===== src/design/cache_pkg.sv =====
// ----------------------------------------------------------
// Cache geometry: line and word sizes, ways and the
// address widths derived from them
// ----------------------------------------------------------
`default_nettype none

package cache_pkg;

  // ----------------------------------------------------------
  // Base geometry
  // ----------------------------------------------------------
  localparam int addr_bits        = 32;
  localparam int word_bits        = 32;
  localparam int words_per_line   = 4;
  localparam int num_ways         = 2;
  localparam int default_num_sets = 8;

  // ----------------------------------------------------------
  // Derived widths
  // ----------------------------------------------------------
  localparam int line_bits     = words_per_line * word_bits;
  // Byte offset within one line
  localparam int offset_bits   = $clog2(line_bits / 8);
  // Word index within one line, sits at the top of the offset
  localparam int word_sel_bits = $clog2(words_per_line);

  typedef logic [line_bits-1:0] line_t;
  typedef logic [word_bits-1:0] word_t;
  typedef logic [addr_bits-1:0] addr_t;

endpackage

`default_nettype wire


===== src/design/mem_msg_pkg.sv =====
// ----------------------------------------------------------
// Message fields shared by the processor and memory ports
// ----------------------------------------------------------
`default_nettype none

package mem_msg_pkg;

  localparam int req_type_bits = 1;
  localparam int mem_addr_bits = 32;

  typedef logic [req_type_bits-1:0] req_type_t;

  // Request type codes, same on both ports
  localparam req_type_t req_read  = 1'b0;
  localparam req_type_t req_write = 1'b1;

  // Memory side always moves whole aligned lines
  typedef logic [mem_addr_bits-1:0] mem_addr_t;

endpackage

`default_nettype wire


===== src/design/blocking_cache.sv =====
// ----------------------------------------------------------
// Two-way write-back blocking L1 data cache, top level
// ----------------------------------------------------------
`timescale 1ns/1ps
`default_nettype none

module blocking_cache #(
  parameter int num_sets = cache_pkg::default_num_sets
) (
  input  logic                   clk,
  input  logic                   reset,
  // Processor request
  input  logic                   cachereq_val,
  input  mem_msg_pkg::req_type_t cachereq_type,
  input  cache_pkg::addr_t       cachereq_addr,
  input  cache_pkg::word_t       cachereq_data,
  output logic                   cachereq_rdy,
  // Processor response
  output logic                   cacheresp_val,
  output mem_msg_pkg::req_type_t cacheresp_type,
  output cache_pkg::word_t       cacheresp_data,
  input  logic                   cacheresp_rdy,
  // Memory request
  output logic                   memreq_val,
  output mem_msg_pkg::req_type_t memreq_type,
  output mem_msg_pkg::mem_addr_t memreq_addr,
  output cache_pkg::line_t       memreq_data,
  input  logic                   memreq_rdy,
  // Memory response
  input  logic                   memresp_val,
  input  cache_pkg::line_t       memresp_data,
  output logic                   memresp_rdy
);
  import cache_pkg::*;

  localparam int tag_bits = addr_bits - offset_bits - $clog2(num_sets);

  addr_t               req_addr;
  word_t               req_data;
  logic                hit;
  logic                way_sel;
  logic                victim_dirty;
  logic [tag_bits-1:0] victim_tag;
  logic                tag_check;
  logic                record_way;
  logic                tag_write;
  logic                set_dirty;
  logic                clear_dirty;
  logic                touch_lru;
  logic                word_write;
  logic                line_fill;
  logic                line_read;

  cache_ctrl #(
    .num_sets (num_sets)
  ) i_ctrl (
    .clk            (clk),
    .reset          (reset),
    .cachereq_val   (cachereq_val),
    .cachereq_type  (cachereq_type),
    .cachereq_addr  (cachereq_addr),
    .cachereq_data  (cachereq_data),
    .cachereq_rdy   (cachereq_rdy),
    .cacheresp_val  (cacheresp_val),
    .cacheresp_type (cacheresp_type),
    .cacheresp_rdy  (cacheresp_rdy),
    .memreq_val     (memreq_val),
    .memreq_type    (memreq_type),
    .memreq_addr    (memreq_addr),
    .memreq_rdy     (memreq_rdy),
    .memresp_val    (memresp_val),
    .memresp_rdy    (memresp_rdy),
    .hit            (hit),
    .victim_dirty   (victim_dirty),
    .victim_tag     (victim_tag),
    .tag_check      (tag_check),
    .record_way     (record_way),
    .tag_write      (tag_write),
    .set_dirty      (set_dirty),
    .clear_dirty    (clear_dirty),
    .touch_lru      (touch_lru),
    .req_addr       (req_addr),
    .req_data       (req_data),
    .word_write     (word_write),
    .line_fill      (line_fill),
    .line_read      (line_read)
  );

  cache_tag_state #(
    .num_sets (num_sets)
  ) i_tag_state (
    .clk          (clk),
    .reset        (reset),
    .req_addr     (req_addr),
    .tag_check    (tag_check),
    .record_way   (record_way),
    .tag_write    (tag_write),
    .set_dirty    (set_dirty),
    .clear_dirty  (clear_dirty),
    .touch_lru    (touch_lru),
    .hit          (hit),
    .way_sel      (way_sel),
    .victim_dirty (victim_dirty),
    .victim_tag   (victim_tag)
  );

  // Victim line feeds the writeback, the word feeds responses
  cache_data_array #(
    .num_sets (num_sets)
  ) i_data_array (
    .clk          (clk),
    .req_addr     (req_addr),
    .way_sel      (way_sel),
    .req_data     (req_data),
    .memresp_data (memresp_data),
    .word_write   (word_write),
    .line_fill    (line_fill),
    .line_read    (line_read),
    .read_word    (cacheresp_data),
    .victim_line  (memreq_data)
  );

endmodule

`default_nettype wire


===== src/design/cache_ctrl.sv =====
// ----------------------------------------------------------
// Blocking cache controller: one request at a time through
// tag check, data access, evict, refill and response
// ----------------------------------------------------------
`timescale 1ns/1ps
`default_nettype none

module cache_ctrl #(
  parameter int  num_sets = cache_pkg::default_num_sets,
  localparam int idx_bits = $clog2(num_sets),
  localparam int tag_bits = cache_pkg::addr_bits - cache_pkg::offset_bits - idx_bits
) (
  input  logic                  clk,
  input  logic                  reset,
  // Processor side
  input  logic                  cachereq_val,
  input  mem_msg_pkg::req_type_t cachereq_type,
  input  cache_pkg::addr_t      cachereq_addr,
  input  cache_pkg::word_t      cachereq_data,
  output logic                  cachereq_rdy,
  output logic                  cacheresp_val,
  output mem_msg_pkg::req_type_t cacheresp_type,
  input  logic                  cacheresp_rdy,
  // Memory side
  output logic                  memreq_val,
  output mem_msg_pkg::req_type_t memreq_type,
  output mem_msg_pkg::mem_addr_t memreq_addr,
  input  logic                  memreq_rdy,
  input  logic                  memresp_val,
  output logic                  memresp_rdy,
  // Tag state
  input  logic                  hit,
  input  logic                  victim_dirty,
  input  logic [tag_bits-1:0]   victim_tag,
  output logic                  tag_check,
  output logic                  record_way,
  output logic                  tag_write,
  output logic                  set_dirty,
  output logic                  clear_dirty,
  output logic                  touch_lru,
  // Data array
  output cache_pkg::addr_t      req_addr,
  output cache_pkg::word_t      req_data,
  output logic                  word_write,
  output logic                  line_fill,
  output logic                  line_read
);
  import cache_pkg::*;
  import mem_msg_pkg::*;

  // ----------------------------------------------------------
  // States
  // ----------------------------------------------------------
  localparam logic [3:0] st_idle        = 4'd0;
  localparam logic [3:0] st_tag_check   = 4'd1;
  localparam logic [3:0] st_read_acc    = 4'd2;
  localparam logic [3:0] st_write_acc   = 4'd3;
  localparam logic [3:0] st_wait        = 4'd4;
  localparam logic [3:0] st_refill_req  = 4'd5;
  localparam logic [3:0] st_refill_wait = 4'd6;
  localparam logic [3:0] st_refill_upd  = 4'd7;
  localparam logic [3:0] st_evict_prep  = 4'd8;
  localparam logic [3:0] st_evict_req   = 4'd9;
  localparam logic [3:0] st_evict_wait  = 4'd10;

  logic [3:0] state_q;
  logic [3:0] state_d;
  req_type_t  req_type_q;
  logic       req_go;
  logic       resp_go;
  logic       memreq_go;
  logic       memresp_go;
  logic       is_write;
  logic [11:0] cs;

  assign req_go     = cachereq_val && cachereq_rdy;
  assign resp_go    = cacheresp_val && cacheresp_rdy;
  assign memreq_go  = memreq_val && memreq_rdy;
  assign memresp_go = memresp_val && memresp_rdy;
  assign is_write   = (req_type_q == req_write);

  always_ff @(posedge clk) begin
    if (reset) begin
      state_q <= st_idle;
    end else begin
      state_q <= state_d;
    end
  end

  // Accepted request, held for the whole transaction
  always_ff @(posedge clk) begin
    if (req_go) begin
      req_type_q <= cachereq_type;
      req_addr   <= cachereq_addr;
      req_data   <= cachereq_data;
    end
  end

  // ----------------------------------------------------------
  // Next state
  // ----------------------------------------------------------
  always_comb begin
    state_d = state_q;
    case (state_q)
      st_idle: begin
        if (req_go) state_d = st_tag_check;
      end
      st_tag_check: begin
        if (hit) begin
          state_d = is_write ? st_write_acc : st_read_acc;
        end else if (victim_dirty) begin
          state_d = st_evict_prep;
        end else begin
          state_d = st_refill_req;
        end
      end
      st_read_acc,
      st_write_acc:   state_d = st_wait;
      st_wait: begin
        if (resp_go) state_d = st_idle;
      end
      st_refill_req: begin
        if (memreq_go) state_d = st_refill_wait;
      end
      st_refill_wait: begin
        if (memresp_go) state_d = st_refill_upd;
      end
      st_refill_upd:  state_d = is_write ? st_write_acc : st_read_acc;
      st_evict_prep:  state_d = st_evict_req;
      st_evict_req: begin
        if (memreq_go) state_d = st_evict_wait;
      end
      st_evict_wait: begin
        if (memresp_go) state_d = st_refill_req;
      end
      default:        state_d = st_idle;
    endcase
  end

  // ----------------------------------------------------------
  // Control table
  // ----------------------------------------------------------
  // Columns: cachereq_rdy cacheresp_val memreq_val memresp_rdy
  //   tag_check record_way tag_write set_dirty clear_dirty
  //   touch_lru word_write line_read
  always_comb begin
    case (state_q)
      st_idle:        cs = 12'b1000_0000_0000;
      st_tag_check:   cs = 12'b0000_1100_0000;
      st_read_acc:    cs = 12'b0000_0000_0101;
      st_write_acc:   cs = 12'b0000_0001_0110;
      st_wait:        cs = 12'b0100_0000_0000;
      st_refill_req:  cs = 12'b0010_0000_0000;
      st_refill_wait: cs = 12'b0001_0000_0000;
      st_refill_upd:  cs = 12'b0000_0010_1000;
      st_evict_prep:  cs = 12'b0000_0000_0001;
      st_evict_req:   cs = 12'b0010_0000_0000;
      st_evict_wait:  cs = 12'b0001_0000_0000;
      default:        cs = 12'b0000_0000_0000;
    endcase
  end

  assign {cachereq_rdy, cacheresp_val, memreq_val, memresp_rdy,
          tag_check, record_way, tag_write, set_dirty, clear_dirty,
          touch_lru, word_write, line_read} = cs;

  // Refill data lands at the response edge itself
  assign line_fill = (state_q == st_refill_wait) && memresp_val;

  assign cacheresp_type = req_type_q;

  // Writeback goes to the victim's line, refill to the request's
  assign memreq_type = (state_q == st_evict_req) ? req_write : req_read;
  assign memreq_addr = (state_q == st_evict_req)
                     ? {victim_tag, req_addr[offset_bits +: idx_bits], {offset_bits{1'b0}}}
                     : {req_addr[addr_bits-1:offset_bits], {offset_bits{1'b0}}};

  // ----------------------------------------------------------
  // Handshake rules
  // ----------------------------------------------------------
  a_memreq_hold: assert property (@(posedge clk) disable iff (reset)
    memreq_val && !memreq_rdy |=>
      memreq_val && $stable(memreq_addr) && $stable(memreq_type));

  a_cacheresp_hold: assert property (@(posedge clk) disable iff (reset)
    cacheresp_val && !cacheresp_rdy |=> cacheresp_val && $stable(cacheresp_type));

endmodule

`default_nettype wire


===== src/design/cache_data_array.sv =====
// ----------------------------------------------------------
// Line storage for both ways: word writes, line refill,
// registered word and victim line reads
// ----------------------------------------------------------
`timescale 1ns/1ps
`default_nettype none

module cache_data_array #(
  parameter int num_sets = cache_pkg::default_num_sets
) (
  input  logic             clk,
  input  cache_pkg::addr_t req_addr,
  input  logic             way_sel,
  input  cache_pkg::word_t req_data,
  input  cache_pkg::line_t memresp_data,
  input  logic             word_write,
  input  logic             line_fill,
  input  logic             line_read,
  output cache_pkg::word_t read_word,
  output cache_pkg::line_t victim_line
);
  import cache_pkg::*;

  localparam int idx_bits = $clog2(num_sets);

  line_t data_mem [num_ways][num_sets];

  logic [idx_bits-1:0]      idx;
  logic [word_sel_bits-1:0] word_sel;

  assign idx      = req_addr[offset_bits +: idx_bits];
  assign word_sel = req_addr[offset_bits-1 -: word_sel_bits];

  // Refill replaces the whole line, a store touches one word
  always_ff @(posedge clk) begin
    if (line_fill) begin
      data_mem[way_sel][idx] <= memresp_data;
    end else if (word_write) begin
      data_mem[way_sel][idx][word_sel*word_bits +: word_bits] <= req_data;
    end
  end

  // Registered read, valid the cycle after line_read
  always_ff @(posedge clk) begin
    if (line_read) begin
      victim_line <= data_mem[way_sel][idx];
      read_word   <= data_mem[way_sel][idx][word_sel*word_bits +: word_bits];
    end
  end

endmodule

`default_nettype wire


===== src/design/cache_tag_state.sv =====
// ----------------------------------------------------------
// Tag, valid, dirty and LRU state for a two-way cache,
// with hit detection and way selection
// ----------------------------------------------------------
`timescale 1ns/1ps
`default_nettype none

module cache_tag_state #(
  parameter int  num_sets = cache_pkg::default_num_sets,
  localparam int idx_bits = $clog2(num_sets),
  localparam int tag_bits = cache_pkg::addr_bits - cache_pkg::offset_bits - idx_bits
) (
  input  logic                clk,
  input  logic                reset,
  input  cache_pkg::addr_t    req_addr,
  input  logic                tag_check,
  input  logic                record_way,
  input  logic                tag_write,
  input  logic                set_dirty,
  input  logic                clear_dirty,
  input  logic                touch_lru,
  output logic                hit,
  output logic                way_sel,
  output logic                victim_dirty,
  output logic [tag_bits-1:0] victim_tag
);
  import cache_pkg::*;

  logic [idx_bits-1:0] idx;
  logic [tag_bits-1:0] tag;

  // ----------------------------------------------------------
  // State arrays
  // ----------------------------------------------------------
  logic [tag_bits-1:0] tag_mem [num_ways][num_sets];
  logic [num_ways-1:0][num_sets-1:0] valid;
  logic [num_ways-1:0][num_sets-1:0] dirty;
  // Per set, the way to replace next
  logic [num_sets-1:0] lru;

  logic [num_ways-1:0] way_hit;
  logic                lru_way;
  logic                way_next;

  assign idx = req_addr[offset_bits +: idx_bits];
  assign tag = req_addr[addr_bits-1 -: tag_bits];

  always_comb begin
    for (int w = 0; w < num_ways; w++) begin
      way_hit[w] = valid[w][idx] && (tag_mem[w][idx] == tag);
    end
  end

  assign hit     = tag_check && (|way_hit);
  assign lru_way = lru[idx];

  // Hit way on a hit, otherwise the LRU way gets the refill
  assign way_next = hit ? way_hit[1] : lru_way;

  // Victim info holds until the refill rewrites the tag
  assign victim_dirty = valid[lru_way][idx] && dirty[lru_way][idx];
  assign victim_tag   = tag_mem[lru_way][idx];

  // ----------------------------------------------------------
  // Control state updates
  // ----------------------------------------------------------
  always_ff @(posedge clk) begin
    if (reset) begin
      valid   <= '0;
      dirty   <= '0;
      lru     <= '0;
      way_sel <= 1'b0;
    end else begin
      if (record_way) begin
        way_sel <= way_next;
      end
      if (tag_write) begin
        valid[way_sel][idx] <= 1'b1;
      end
      if (set_dirty) begin
        dirty[way_sel][idx] <= 1'b1;
      end else if (clear_dirty) begin
        dirty[way_sel][idx] <= 1'b0;
      end
      // Other way becomes the replacement choice
      if (touch_lru) begin
        lru[idx] <= ~way_sel;
      end
    end
  end

  always_ff @(posedge clk) begin
    if (tag_write) begin
      tag_mem[way_sel][idx] <= tag;
    end
  end

  // Refill must never leave two copies of a line in one set
  a_single_hit: assert property (@(posedge clk) disable iff (reset)
    tag_check |-> $onehot0(way_hit));

endmodule

`default_nettype wire


===== config.mk =====
export PLATFORM = sky130hd
export DESIGN_NAME = blocking_cache
export DESIGN_NICKNAME = d
export VERILOG_FILES = /design/src/design/cache_pkg.sv /design/src/design/mem_msg_pkg.sv /design/src/design/blocking_cache.sv /design/src/design/cache_ctrl.sv /design/src/design/cache_data_array.sv /design/src/design/cache_tag_state.sv
export SDC_FILE = /design/constraint.sdc
export NUM_CORES = 2
export LEC_CHECK = 0
export BUFFER_PORTS_ARGS = -buffer_cell sky130_fd_sc_hd__buf_2
export CAP_MARGIN = 15
export CORE_UTILIZATION = 40
export DETAILED_ROUTE_END_ITERATION = 12
export GPL_TIMING_DRIVEN = 0
export HOLD_SLACK_MARGIN = 0.02
export PLACE_DENSITY_LB_ADDON = 0.15
export REMOVE_ABC_BUFFERS = 1
export SYNTH_ARGS = -nofsm -noshare
export SYNTH_HDL_FRONTEND = slang
export SYNTH_SLANG_ARGS = --single-unit

===== constraint.sdc =====
create_clock -name clk -period 13.9 [get_ports clk]
set_input_delay 0.695 -clock clk [delete_from_list [all_inputs] [get_ports clk]]
set_output_delay 0.695 -clock clk [all_outputs]
set_load 0.005 [all_outputs]

==> metrics.csv <==
metric,value,unit
status,completed,
grt-ovfl-total,0,
io_buffers,390,
wire_per_inst,33.29,um
initial_core_util,40.23,%
critPathMostFrequentCell,buf_16,
crit_chain,buf_16 -> buf_16 -> buf_16 -> inv_6 -> buf_16 -> nor2_2 -> a221oi_4 -> buf_8 -> buf_8 -> buf_8 -> mux2i_1 -> o22ai_1 -> nor4_1 -> a21oi_1 -> buf_2,
rows,197,
syn_avg_cell_area,14.49,um2
htreeDepth,5,
relSlewSlack,6.629,%
synth_top_area_cell,edfxtp_1,
p_per_area,156.5,nW/um2
final-setup-viol-count,0,
syn_inst,7993,
cp.arrival,5920,ps
grt_start_max_net_pins,67,
met2WireLength,194200,um
fin_skew,65.70,ps
nFillCells,24540,
synth_sequential_area_ratio,70.21,%
ir_drop,0.0001159,V
synth-edff-count,2671,
finalMaxSlewViolations,0,
nets,8582,
period_share,47.61,%
synth_area,115800,um2
max_stage_delay,740,ps
yosysTopAreaCellShare,69.26,%
post_cts_buffers,0,
dieArea,291700,um2
dp_hpwl,271500,um
dr.pass1.iters,6,
async_flop_share,0,%
hold_slack,91.86,ps
die_w,540.1,um
area_growth,19.45,%
fmax,151.1,MHz
cts_buffer_depth,4,
met3_length,41230,um
synth_seq_cells,2726,
vias_per_cell,5.934,
tritoncts,yes,
synth_area_leaders,"edfxtp_1, mux4_2, mux2i_1",
clkTransAtPathRegs,60,ps
setup.worst_path.end_class,output port,
fin_crit,6618,ps
top_layer,met5,
final_antenna_net_count,0,
synth-main-ff-cell,edfxtp_1,
vias,73940,
timing.final.hold_violations,0,
hold_class,input pin to flip-flop,
worst_pin_slew,1401,ps
yosysUniqueCellTypes,72,
worstPathMaxFanout,39,
cellLeakagePower,0.04694,uW
grt_pass1_wl,567300,um
crit_slowest_cell,edfxtp_1,
numCtsBuffers,305,
antenna_found_initial,126,
clockRootBuffer,clkbuf_16,
finalWirelength,414800,um
required,13200,ps
io_pins,397,
final_util,48.05,%
insertion_delay,930,ps
drc,0,
yosys_warnings,0,
clock_sinks,2726,
fp.coreArea,287900,um2
met1_length,157300,um
gp_congestion,0.7876,
first_global_vias,71970,
maxCapViolCount,0,
rsz0062_at_grt,false,
drtIter0Drc,9187,
grt_usage,27.98,%
crit_type,flip-flop to output port,
critPathLaunchType,flip-flop,
layout-drive-gt1-share,19.58,%
die_h,540.1,um
cts_resized,0,
[cell usage after synthesis, types with 9 or more instances]
| cell type | count |
|---|---|
| nor2b_1 | 9 |
| o22ai_1 | 295 |
| edfxtp_1 | 2671 |
| and2_1 | 15 |
| o221ai_1 | 14 |
| clkbuf_1 | 396 |
| nor2_1 | 127 |
| nand2_1 | 1475 |
| nor4_1 | 10 |
| buf_4 | 25 |
| clkbuf_2 | 13 |
| and3_1 | 25 |
| dfxtp_1 | 55 |
| a211oi_1 | 22 |
| or3_1 | 25 |
| nor3_1 | 70 |
| mux2i_1 | 618 |
| xnor2_1 | 15 |
| mux4_2 | 338 |
| a22oi_1 | 19 |
| o21ai_0 | 1112 |
| o21a_1 | 11 |
| a31oi_1 | 17 |
| nand3_1 | 10 |
| a21boi_0 | 33 |
| a21oi_1 | 131 |
| mux2_2 | 83 |
| buf_1 | 170 |
| buf_2 | 66 |
[through the flow]
step / setup slack, ps / setup TNS [ps] / area [um2] / total power (uW) / instances
6_report: 7282 / 0 / 138300 / 21650 / 12460
5_1_grt: 7162 / 0 / 138200 / 22200 / 12420
4_1_cts: 7284 / 0 / 138200 / 21720 / 12400
3_5_place_dp: 8268 / 0 / 127900 / 13780 / 11790
3_3_place_gp: -31990 / - / 119800 / 14970 / 11490
2_1_floorplan: -16120 / -3037480 / 113100 / 13400 / 7322
[critical path: cells and delay by family (launching register included)]
kind | cells | cell delay (ps)
mux | 1 | 190
flops | 1 | 740
buf+inv | 9 | 2430
compound gates | 3 | 930
simple gates | 2 | 610
[registers in the layout (all words and copies together), names as in the netlist, named ones only]
signal	count
i_ctrl.state_q	4
i_ctrl.cacheresp_type	1
i_tag_state.way_sel	1
i_data_array.victim_line	128
i_ctrl.req_addr	30
i_ctrl.cs	9
i_ctrl.req_data	32
i_data_array.read_word	32
i_tag_state.lru	8
i_tag_state.tag_mem	400
i_tag_state.valid	16
i_data_array.data_mem	2048
[routing by layer]
metal / track usage (%) / vias up
met5: 0 / -
met2: 44.49 / 3847
met4: 13.98 / 58
met3: 6.736 / 868
li1: - / 31450
met1: 35.79 / 37720
[final timing paths]
| kind | from | endpoint | slack, ps | cells past startpoint |
|---|---|---|---|---|
| worst max-delay path | i_ctrl.req_addr[6]$_DFFE_PP_ | memreq_addr[30] | 7280 | 15 |
| worst min-delay path | cachereq_addr[2] | i_ctrl.req_addr[2]$_DFFE_PP_ | 90 | 1 |
| worst max register to register | i_ctrl.req_addr[6]$_DFFE_PP_ | i_data_array.data_mem[0][372]$_DFFE_PP_ | 8210 | 10 |
| worst min register to register | flip-flop | flip-flop | 480 | 2 |
[where the power goes]
part	internal [uW]	switching, uW
clock network	4620	3370
registers	9270	328
logic	1530	2530
total	15400	6230
[layout by cell type, fill, tap and decap left out, drive strengths merged, types with 7 or more instances in the layout]
cell type	instances
o221ai	14
nand3	10
dfxtp	55
nand4	7
a21oi	132
nor3	70
nor2b	9
diode	62
clkinvlp	8
buf	689
nor4b	10
dlygate4sd3	60
nor4	12
a221oi	7
xnor2	15
a22oi	19
nand2	1475
and3	25
o22ai	295
o21a	11
mux2i	618
a31oi	17
clkinv	110
edfxtp	2671
mux2	90
inv	24
nor2	128
bufinv	26
a21boi	33
or3	25
o21ai	1112
a211oi	22
nand2b	8
mux4	338
and2	15
clkbuf	388
[kinds of logic (layout without fill, tap and decap cells)]
group,count (synthesis),after routing,share of synthesized area [%]
AOI/OAI and AO/OA,1700,1700,8.077
buffers and inverters,684,1305,2.409
DFF,2726,2726,70.21
muxes,1046,1046,12.79
adders and majority gates,5,5,0.05402
other,1,66,0.003238
and+or+nand+nor,1810,1810,6.303
xor gates and xnor gates,21,21,0.1588
[final cells by class]
type                    count  area (um2)  area share, %
well taps                3781        4731          3.420
repair buffers            749        9371          6.774
clock inverters           158        1597          1.154
diodes                     62       155.1         0.1122
inverters                  10       52.55        0.03799
multi-input cells        4586       33020          23.87
flip-flops and latches   2726       81320          58.78
clock buffers             388        8092          5.849
[timing repair]
action,4_1_cts,5_1_grt
endpoints found under the hold margin,60,0
setup endpoints to repair,0,0
hold buffers,60,0
No activity file was read; power rests on OpenSTA's default activity.
